===== config.mk =====
export PLATFORM = sky130hd
export DESIGN_NAME = difReadoutTop
export DESIGN_NICKNAME = d
export VERILOG_FILES = /design/src/difCfgPkg.sv /design/src/difTypesPkg.sv /design/src/chainReadout.sv /design/src/chainDataMerge.sv /design/src/readoutDoneSync.sv /design/src/difReadoutTop.sv
export SDC_FILE = /design/constraint.sdc
export NUM_CORES = 2
export LEC_CHECK = 0
export BUFFER_PORTS_ARGS = -buffer_cell sky130_fd_sc_hd__buf_2
export CAP_MARGIN = 20
export CORE_ASPECT_RATIO = 1.75
export CORE_UTILIZATION = 36
export CTS_CLUSTER_SIZE = 14
export DETAILED_ROUTE_END_ITERATION = 12
export PLACE_DENSITY = 0.52
export SYNTH_ARGS = -nofsm -noshare
export SYNTH_HDL_FRONTEND = slang
export SYNTH_SLANG_ARGS = --single-unit

===== constraint.sdc =====
create_clock -name OnceEnd -period 5.6 [get_ports OnceEnd]
set_clock_uncertainty 0.15 [all_clocks]
set_input_delay 0.56 -clock OnceEnd [delete_from_list [all_inputs] [get_ports OnceEnd]]
set_output_delay 0.56 -clock OnceEnd [all_outputs]
set_load 0.01 [all_outputs]

===== src/difCfgPkg.sv =====
package difCfgPkg;

  ////////////////////////////////////////
  // Chain layout
  ////////////////////////////////////////

  // Hit-storage chains read out by the board
  localparam int numChains = 4;

  // Words held by one chain RAM
  localparam int ramDepth = 64;

  // Address bits for one chain RAM
  localparam int addrWidth = $clog2(ramDepth);

  ////////////////////////////////////////
  // Data and timing
  ////////////////////////////////////////

  // Hit word as delivered by the front end
  localparam int wordWidth = 16;

  // Cycles that readoutDone stays high per readout
  localparam int doneHoldCycles = 11;

endpackage


===== src/difTypesPkg.sv =====
package difTypesPkg;

  import difCfgPkg::*;

  ////////////////////////////////////////
  // Plain vectors
  ////////////////////////////////////////

  // One bit per chain, used for enables, end pulses and grants
  typedef logic [numChains-1:0] chainMaskT;

  // Chain number
  typedef logic [$clog2(numChains)-1:0] chainIdxT;

  // Address into one chain RAM
  typedef logic [addrWidth-1:0] ramAddrT;

  // Fill count, one extra bit so a full RAM is representable
  typedef logic [addrWidth:0] ptrT;

  // Hit word
  typedef logic [wordWidth-1:0] dataWordT;

  ////////////////////////////////////////
  // Chain drain FSM
  ////////////////////////////////////////

  typedef enum logic [1:0] {
    idle,
    drain,
    finish
  } readStateE;

  ////////////////////////////////////////
  // Buses
  ////////////////////////////////////////

  // Host write into one chain RAM
  typedef struct packed {
    logic     en;
    chainIdxT chain;
    dataWordT data;
  } ramWrT;

  // Tagged word on the merged output stream
  typedef struct packed {
    logic     valid;
    chainIdxT chain;
    dataWordT data;
  } chainWordT;

endpackage


===== src/chainReadout.sv =====
`timescale 1ns/1ps

module chainReadout
  import difCfgPkg::*, difTypesPkg::*;
(
  input  logic     OnceEnd,
  input  logic     reset_n,
  input  logic     wrEn,
  input  dataWordT wrData,
  input  logic     chainStart,
  input  logic     grant,
  output logic     pending,
  output dataWordT rdData,
  output logic     chainEnd
);

  // Hit storage
  dataWordT ram [ramDepth];

  readStateE state;
  ptrT       wrPtr;
  ptrT       rdPtr;
  ptrT       rdPtrNext;
  ramAddrT   wrAddr;
  ramAddrT   rdAddr;
  logic      full;
  logic      wrFire;
  logic      readFire;

  ////////////////////////////////////////
  // Pointer decode
  ////////////////////////////////////////

  assign full      = (wrPtr == ptrT'(ramDepth));
  // Writes to a full chain are dropped
  assign wrFire    = wrEn && !full;
  assign wrAddr    = wrPtr[addrWidth-1:0];
  assign rdAddr    = rdPtr[addrWidth-1:0];
  assign rdPtrNext = rdPtr + ptrT'(1);

  // Words left while draining
  assign pending  = (state == drain) && (rdPtr != wrPtr);
  assign readFire = grant && pending;

  // One-cycle end marker, right after the last read
  assign chainEnd = (state == finish);

  ////////////////////////////////////////
  // RAM ports
  ////////////////////////////////////////

  always_ff @(posedge OnceEnd) begin
    if (wrFire) begin
      ram[wrAddr] <= wrData;
    end
  end

  // Read data valid the cycle after the grant
  always_ff @(posedge OnceEnd) begin
    if (readFire) begin
      rdData <= ram[rdAddr];
    end
  end

  ////////////////////////////////////////
  // Drain FSM and pointers
  ////////////////////////////////////////

  always_ff @(posedge OnceEnd or negedge reset_n) begin
    if (!reset_n) begin
      state <= idle;
      wrPtr <= '0;
      rdPtr <= '0;
    end else begin
      if (wrFire) begin
        wrPtr <= wrPtr + ptrT'(1);
      end
      case (state)
        idle: begin
          // Empty chain goes straight to the end pulse
          if (chainStart) begin
            state <= (wrPtr == '0) ? finish : drain;
          end
        end
        drain: begin
          if (readFire) begin
            rdPtr <= rdPtrNext;
            // Last word issued
            if (rdPtrNext == wrPtr) begin
              state <= finish;
            end
          end
        end
        finish: begin
          // Chain left empty for the next load
          wrPtr <= '0;
          rdPtr <= '0;
          state <= idle;
        end
        default: begin
          state <= idle;
        end
      endcase
    end
  end

  ////////////////////////////////////////
  // Checks
  ////////////////////////////////////////

  // Host loads only between readouts
  assert property (@(posedge OnceEnd) disable iff (!reset_n)
    wrEn |-> state == idle);

  assert property (@(posedge OnceEnd) disable iff (!reset_n)
    chainEnd |=> !chainEnd);

endmodule


===== src/chainDataMerge.sv =====
`timescale 1ns/1ps

module chainDataMerge
  import difCfgPkg::*, difTypesPkg::*;
(
  input  logic      OnceEnd,
  input  logic      reset_n,
  input  chainMaskT pending,
  input  dataWordT  rdData [numChains],
  output chainMaskT grant,
  output chainWordT outWord
);

  chainIdxT grantIdx;
  logic     grantValidQ;
  chainIdxT grantIdxQ;
  logic     outValid;
  chainIdxT outChain;
  dataWordT outData;

  ////////////////////////////////////////
  // Grant
  ////////////////////////////////////////

  // Isolate lowest pending bit
  assign grant = pending & (~pending + chainMaskT'(1));

  // One-hot to index
  always_comb begin
    grantIdx = '0;
    for (int i = 0; i < numChains; i++) begin
      if (grant[i]) begin
        grantIdx = chainIdxT'(i);
      end
    end
  end

  // Remember who read this cycle
  always_ff @(posedge OnceEnd or negedge reset_n) begin
    if (!reset_n) begin
      grantValidQ <= 1'b0;
      grantIdxQ   <= '0;
    end else begin
      grantValidQ <= |grant;
      grantIdxQ   <= grantIdx;
    end
  end

  ////////////////////////////////////////
  // Output register
  ////////////////////////////////////////

  always_ff @(posedge OnceEnd or negedge reset_n) begin
    if (!reset_n) begin
      outValid <= 1'b0;
    end else begin
      outValid <= grantValidQ;
    end
  end

  // RAM data of the chain granted last cycle
  always_ff @(posedge OnceEnd) begin
    outChain <= grantIdxQ;
    outData  <= rdData[grantIdxQ];
  end

  assign outWord.valid = outValid;
  assign outWord.chain = outChain;
  assign outWord.data  = outData;

  // At most one chain reads per cycle
  assert property (@(posedge OnceEnd) disable iff (!reset_n)
    $onehot0(grant));

endmodule


===== src/readoutDoneSync.sv =====
`timescale 1ns/1ps

module readoutDoneSync
  import difCfgPkg::*, difTypesPkg::*;
(
  input  logic      OnceEnd,
  input  logic      reset_n,
  input  logic      arm,
  input  chainMaskT chainEnd,
  input  chainMaskT chainEnable,
  output logic      readoutDone
);

  // Wide enough to hold the full done length
  typedef logic [$clog2(doneHoldCycles+1)-1:0] holdCntT;

  chainMaskT hitFlags;
  logic      armed;
  logic      allEnded;
  logic      doneCmp;
  holdCntT   holdCnt;

  ////////////////////////////////////////
  // Compare
  ////////////////////////////////////////

  // Arm pulse counts too, so a zero mask completes at once
  assign allEnded = (armed || arm) && (hitFlags == chainEnable);

  always_ff @(posedge OnceEnd or negedge reset_n) begin
    if (!reset_n) begin
      armed   <= 1'b0;
      doneCmp <= 1'b0;
    end else begin
      doneCmp <= allEnded;
      // Disarm as soon as the compare fires
      if (allEnded) begin
        armed <= 1'b0;
      end else if (arm) begin
        armed <= 1'b1;
      end
    end
  end

  ////////////////////////////////////////
  // Hit flags and hold counter
  ////////////////////////////////////////

  always_ff @(posedge OnceEnd or negedge reset_n) begin
    if (!reset_n) begin
      hitFlags <= '0;
      holdCnt  <= '0;
    end else begin
      if (doneCmp) begin
        // First done cycle, start clean for the next readout
        hitFlags <= '0;
        holdCnt  <= holdCntT'(doneHoldCycles);
      end else begin
        hitFlags <= hitFlags | chainEnd;
        if (holdCnt != '0) begin
          holdCnt <= holdCnt - holdCntT'(1);
        end
      end
    end
  end

  assign readoutDone = (holdCnt != '0);

  // Only enabled chains may report an end
  assert property (@(posedge OnceEnd) disable iff (!reset_n)
    armed |-> (chainEnd & ~chainEnable) == '0);

endmodule


===== src/difReadoutTop.sv =====
`timescale 1ns/1ps

module difReadoutTop
  import difCfgPkg::*, difTypesPkg::*;
(
  input  logic      OnceEnd,
  input  logic      reset_n,
  input  logic      startReadout,
  input  chainMaskT chainEnable,
  input  ramWrT     ramWr,
  output logic      busy,
  output logic      readoutDone,
  output chainWordT outWord
);

  chainMaskT enableQ;
  logic      startAccept;
  logic      startQ;
  logic      doneQ;
  chainMaskT chainStart;
  chainMaskT wrEnVec;
  chainMaskT pending;
  chainMaskT grant;
  chainMaskT chainEnd;
  dataWordT  rdData [numChains];

  ////////////////////////////////////////
  // Start and busy
  ////////////////////////////////////////

  // Starts while busy are ignored
  assign startAccept = startReadout && !busy;

  always_ff @(posedge OnceEnd or negedge reset_n) begin
    if (!reset_n) begin
      enableQ <= '0;
      startQ  <= 1'b0;
      doneQ   <= 1'b0;
      busy    <= 1'b0;
    end else begin
      startQ <= startAccept;
      doneQ  <= readoutDone;
      if (startAccept) begin
        enableQ <= chainEnable;
        busy    <= 1'b1;
      end else if (doneQ && !readoutDone) begin
        // Release one cycle after done falls
        busy <= 1'b0;
      end
    end
  end

  // One-cycle start to enabled chains only
  assign chainStart = startQ ? enableQ : '0;

  // Host write decode
  always_comb begin
    for (int i = 0; i < numChains; i++) begin
      wrEnVec[i] = ramWr.en && (ramWr.chain == chainIdxT'(i));
    end
  end

  ////////////////////////////////////////
  // Chains, merger and done sync
  ////////////////////////////////////////

  for (genvar c = 0; c < numChains; c++) begin : gChain
    chainReadout uChain (
      .OnceEnd    (OnceEnd),
      .reset_n    (reset_n),
      .wrEn       (wrEnVec[c]),
      .wrData     (ramWr.data),
      .chainStart (chainStart[c]),
      .grant      (grant[c]),
      .pending    (pending[c]),
      .rdData     (rdData[c]),
      .chainEnd   (chainEnd[c])
    );
  end

  chainDataMerge uMerge (
    .OnceEnd (OnceEnd),
    .reset_n (reset_n),
    .pending (pending),
    .rdData  (rdData),
    .grant   (grant),
    .outWord (outWord)
  );

  readoutDoneSync uDoneSync (
    .OnceEnd     (OnceEnd),
    .reset_n     (reset_n),
    .arm         (startQ),
    .chainEnd    (chainEnd),
    .chainEnable (enableQ),
    .readoutDone (readoutDone)
  );

  // Host must not load during a readout
  assert property (@(posedge OnceEnd) disable iff (!reset_n)
    ramWr.en |-> !busy);

endmodule


After elaboration in Yosys (flattened, before gate mapping)
Memory sizes are Yosys's and may differ from the RTL's. A register that Yosys moved wholly into a read port is not among the register bits.
Index checks and enable logic that the tools add are counted.

operators by class
  add/subtract/negate cells = 10
  multipliers = 0
  divide/modulo/power cells = 0
  $lt $le $gt $ge = 1
  equality and inequality tests = 36
  shift operators = 0
  muxes and demuxes = 58
  bitwise logic cells = 4
  reductions and logical operators = 56

operators by type and width
  cell                   number
  $mux W7                12
  $add A7 B1 Y7 const B  8
  $pmux W7 S2            4
  $mux W2                18
  $bmux W16 S2           1
  $mux W16               2
  $eq A7 B7 Y1           4
  $eq A7 B7 Y1 const B   4
  $logic_not A7 Y1       4
  $ne A7 B7 Y1           4
  $reduce_bool A2 Y1     11
  $logic_and A1 B1 Y1    19
  $mux W4                4
  $ne A2 B2 Y1 const B   8
  $pmux W2 S2            4
  $mux W1                13
  $eq A2 B2 Y1 const B   6
  $reduce_and A3 Y1      4
  $eq A2 B1 Y1 const B   5
  $logic_not A2 Y1       5
  $ne A2 B1 Y1 const B   4
  $reduce_and A2 Y1      4
  $logic_not A1 Y1       6
  $add A4 B1 Y4 const B  1
  other kinds (10)       10

storage, ports and cells
  register bits = 103
  latch bits = 0
  bits in writable memories = 4096
  bits in read-only memories = 0
  input bits = 26
  output and inout port bits = 21
  word-level logic and storage cells = 194
  memories kept = 4

memory list
  memory                depth  bits a word  rd ports  clocked after memory_dff  wr ports  line                RTL
  gChain[0].uChain.ram  64     16           1         1                         1         chainReadout.sv:18  dataWordT ram [ramDepth];
  gChain[1].uChain.ram  64     16           1         1                         1         chainReadout.sv:18
  gChain[2].uChain.ram  64     16           1         1                         1         chainReadout.sv:18
  gChain[3].uChain.ram  64     16           1         1                         1         chainReadout.sv:18

Depth between registers and ports, before layout
  depth in word-level cells = 8
  gate-level depth with buffers = 10
  gate-level depth less buffers = 7

Modules after synthesis
Synthesis repeated with hierarchy kept, for this count alone.

unflattened totals
  cells, all modules = 7611
  area total of the unflattened synthesis = 165303.5 µm²

by module, submodules not included
  module                                times used  cells each  area each (µm²)  seq. area each (µm²)
  chainReadout at gChain[2].uChain ...  2           1934        41031.9          31630.3
  chainReadout at gChain[0].uChain ...  2           1812        40766.6          31630.3
  chainDataMerge                        1           54          945.9            460.4
  readoutDoneSync                       1           41          439.2            250.2
  difReadoutTop                         1           24          321.6            175.2

Worst setup path after synthesis
Ideal clock, no wire load.

  path type = input to register
  start point = in ramWr[16] in the netlist's numbering
  end point = mem gChain[0].uChain.ram[43][0] in the netlist's numbering, enable pin
  library setup time = 0.389 ns
  arrival time = 2.485 ns
  data required time = 5.061 ns
  path slack = 2.576 ns
  stages on the path = 4
  path buffers = 0
  path through = or3b_2 -> a311oi_1 -> nand3_1 -> nor2_1

between the ends
  word-level cells in the longest chain between the ends = 5

ends and longest elaborated chain
  what                           line                 RTL
  from (decl)                    difReadoutTop.sv:10  input ramWrT ramWr,
  $logic_not A2 Y1               difReadoutTop.sv:59  wrEnVec[i] = ramWr.en && (ramWr.chain == chainIdxT'(i));
  $logic_and A1 B1 Y1            difReadoutTop.sv:59
  $logic_and A1 B1 Y1            chainReadout.sv:36   assign wrFire = wrEn && !full;
  $mux W1                        chainReadout.sv:53   if (wrFire) begin
  $mux W1 (implied by the code)  chainReadout.sv:54   ram[wrAddr] <= wrData;
  to (decl)                      chainReadout.sv:18

Every way passes these cells.

Final worst setup path
  start point = reg gChain[2].uChain.rdPtr[0]
  end point = reg gChain[2].uChain.rdData[8] (read register of gChain[2].uChain.ram), data pin

between the ends
  word-level cells in the longest chain between the ends = 6

ends and longest elaborated chain
  what                    line                  RTL
  from (decl)             chainReadout.sv:22    ptrT rdPtr;
  from (signal assigned)  chainReadout.sv:87    rdPtr <= rdPtrNext;
  $ne A7 B7 Y1            chainReadout.sv:42    assign pending = (state == drain) && (rdPtr != wrPtr);
  $logic_and A1 B1 Y1     chainReadout.sv:42
  $not A4 Y4              chainDataMerge.sv:26  assign grant = pending & (~pending + chainMaskT'(1));
  $add A4 B1 Y4           chainDataMerge.sv:26
  $and A4 B4 Y4           chainDataMerge.sv:26
  $logic_and A1 B1 Y1     chainReadout.sv:43    assign readFire = grant && pending;
  to (decl)               chainReadout.sv:13    output dataWordT rdData,

Parallel ways exist; a longest one is shown, timed or not.
A chain may end at the register's enable or synchronous reset.

==> qor.yml <==
h-tree-depth: 5
cp-end-kind: "flop"
reg2reg_slack_ns: 1.33
fin_cells: 14560
grt.total_usage: 0.2003
syn-num-nets: 7883
slew_headroom: 0.1604
clockBufferDepth: 4
yosys_register_bits: 4263
finalHoldViolations: 12
first_pass_iters: 6
reg2reg_from: "gChain[2].uChain.rdPtr[0]"
postLayoutCellArea_um2: 186500
pin_count: 47
post_cts_resized: 0
ant_nets: 0
rsz0062_at_grt: "false"
vdd_ir_drop_max_mv: 0.2877
area_growth_pct: 13.57
tightest_slew_ns: 1.228
synth.top_cell.area_share: 0.7607
synth_area_leader_cell: "edfxtp_1"
num_vias: 79830
synth_edf_count: 4160
numCtsBuffers: 396
setup_tns_ns: 0
rows: 327
p_leak_nw: 58.27
min_path_type: "in -> reg"
design_power_total_mw: 84.56
syn-cell-area_um2: 164200
p_per_area_nw_per_um2: 453.4
grt_max_degree: 146
die-area_um2: 459000
syn_area_per_cell_um2: 20.93
viasPerCell: 5.484
outcome: "finished, violations left"
drive_gt1_frac: 0.2276
finalCritPeriodShare: 0.7631
r2r_cells: 8
ys.warnings.count: 0
worstSetupEndpoint: "gChain[2].uChain.rdData[8]"
arrival_ns: 4.81
synth_cell_type_count: 71
grt_pass1_wl_mm: 653.9
antenna_found_initial: 24
grt_pass1_vias: 83830
drc: 0
most-common-layout-cells: "edfxtp_1, mux4_2, mux2i_1"
cts_tree: "done"
cp-startpoint: "gChain[2].uChain.rdPtr[0]"
synthCells: 7844
startpoint_type: "flop"
fmax_mhz: 234.0
gr-total-overflow: 0
layout_commonest_cell: "edfxtp_1"
die_x_um: 512.5
worstSetupPathType: "reg -> reg"
nNetsFinal: 8353
routed_wl_mm: 463.7
finalCriticalPeriod_ns: 4.273
wire_per_inst_um: 31.86
port_buffers: 46
synthFlopType: "edfxtp_1"
fp.coreArea_um2: 453700
path_max_fanout: 33
start_util: 0.3619
die_h_um: 895.5
r2r-end: "gChain[2].uChain.rdData[8]"
hpwl_mm: 293.1
synth.area.top_cells: "edfxtp_1, mux4_2, mux2i_1"
fin_hold_ws_ns: -0.01235
postPlaceCellArea_um2: 174200
dp_cells: 13810
clk_pin_slew_ns: 0.07
drv_slew: 0
yosysSeqAreaShare: 0.7759
drt_iter0_markers: 7366
fin_util: 0.4110
clock-sinks: 4263
violations: "negative hold slack"
root_buffer: "clkbuf_16"
place_congestion: 0.9212
async_reset_ff_frac: 0.01994
required_ns: 6.14
finalSetupViolations: 0
drv_cap: 0
worstSkewPairLatency_ns: 0.96
-- through the flow --
step                worst slack [ns]  hold WS (ns)
floorplan                      2.576        0.1144
global placement              0.7788        0.2123
detailed placement             1.316        0.2097
CTS                            1.338     0.0007586
global route                   1.220       0.01044
finish                         1.327      -0.01235
-- state kept, by name (all words and copies together) (netlist names), 8 cells and up --
register / count
gChain.uChain.rdPtr: 28
gChain.uChain.wrPtr: 28
uMerge.outData: 16
gChain.uChain.rdData: 64
gChain.uChain.state: 8
gChain.uChain.ram: 4096
-- cells by family after synthesis --
logic type	share of synthesized area
flops	0.7759
simple gates	0.02361
compound gates	0.02994
xor+xnor	0.003840
mux	0.1536
buf+inv	0.01212
fa+ha+maj	0.0009905
-- cell type report --
cell class | instances | area (um2)
Timing Repair Buffer | 511 | 4551
Fill cell | 39510 | 267200
Tap cell | 5922 | 7410
Inverter | 27 | 101.3
Multi-Input combinational cell | 3115 | 34910
Clock buffer | 499 | 10480
Clock inverter | 196 | 1535
Antenna cell | 23 | 57.56
Sequential cell | 4263 | 127500
-- critical path, cell delays in order (launching register included) --
cell       delay (ns)
dfrtp_4          0.82
buf_12           0.38
mux4_2           0.56
mux2i_1          0.45
nor2_1           0.07
a2111oi_0        0.94
buf_4            0.25
nor2_1           0.12
and3_1           0.24
-- timing repair --
action,4_1_cts,5_1_grt
endpoints found under the setup margin,0,0
hold buffers,19,0
hold endpoints to repair,673,0
setup buffers,0,0
-- synthesized netlist by cell type, drive strengths merged, types with 41 or more instances --
cell type,number
edfxtp,4160
mux4,863
mux2i,547
nor2,453
clkbuf,220
buf,219
nand2,162
o21ai,150
o22ai,117
a22oi,113
a21oi,86
dfrtp,85
a2111oi,54
nand3,54
o221ai,53
a211oi,41
-- routing by layer --
layer | part of all wire | up-vias | wire length, um | track usage
li1 | - | 33480 | - | -
met1 | 0.36 | 43360 | 168300 | 0.2267
met2 | 0.54 | 2249 | 251000 | 0.3707
met3 | 0.039 | 738 | 18180 | 0.02176
met4 | 0.057 | 4 | 26230 | 0.1027
met5 | 0.000067 | - | 31 | 0
-- report_power, final --
part           internal, mW  total (mW)  switching (mW)
sequential             36.0        37.8            1.75
clock                  14.1        25.9            11.8
combinational          8.63        20.9            12.3
-- worst min path at each step --
stage	start	to	slack [ns]	cells past startpoint
floorplan	reset_n	busy	0.11	0
global placement	uMerge.grantValidQ	uMerge.outValid	0.21	0
detailed placement	uMerge.grantValidQ	uMerge.outValid	0.21	0
CTS	ramWr[10]	gChain[3].uChain.ram[18][10]	0.0008	1
global route	ramWr[10]	gChain[3].uChain.ram[24][10]	0.01	1
finish	ramWr[10]	gChain[3].uChain.ram[24][10]	-0.01	1
(Power assumes the default switching activity.)
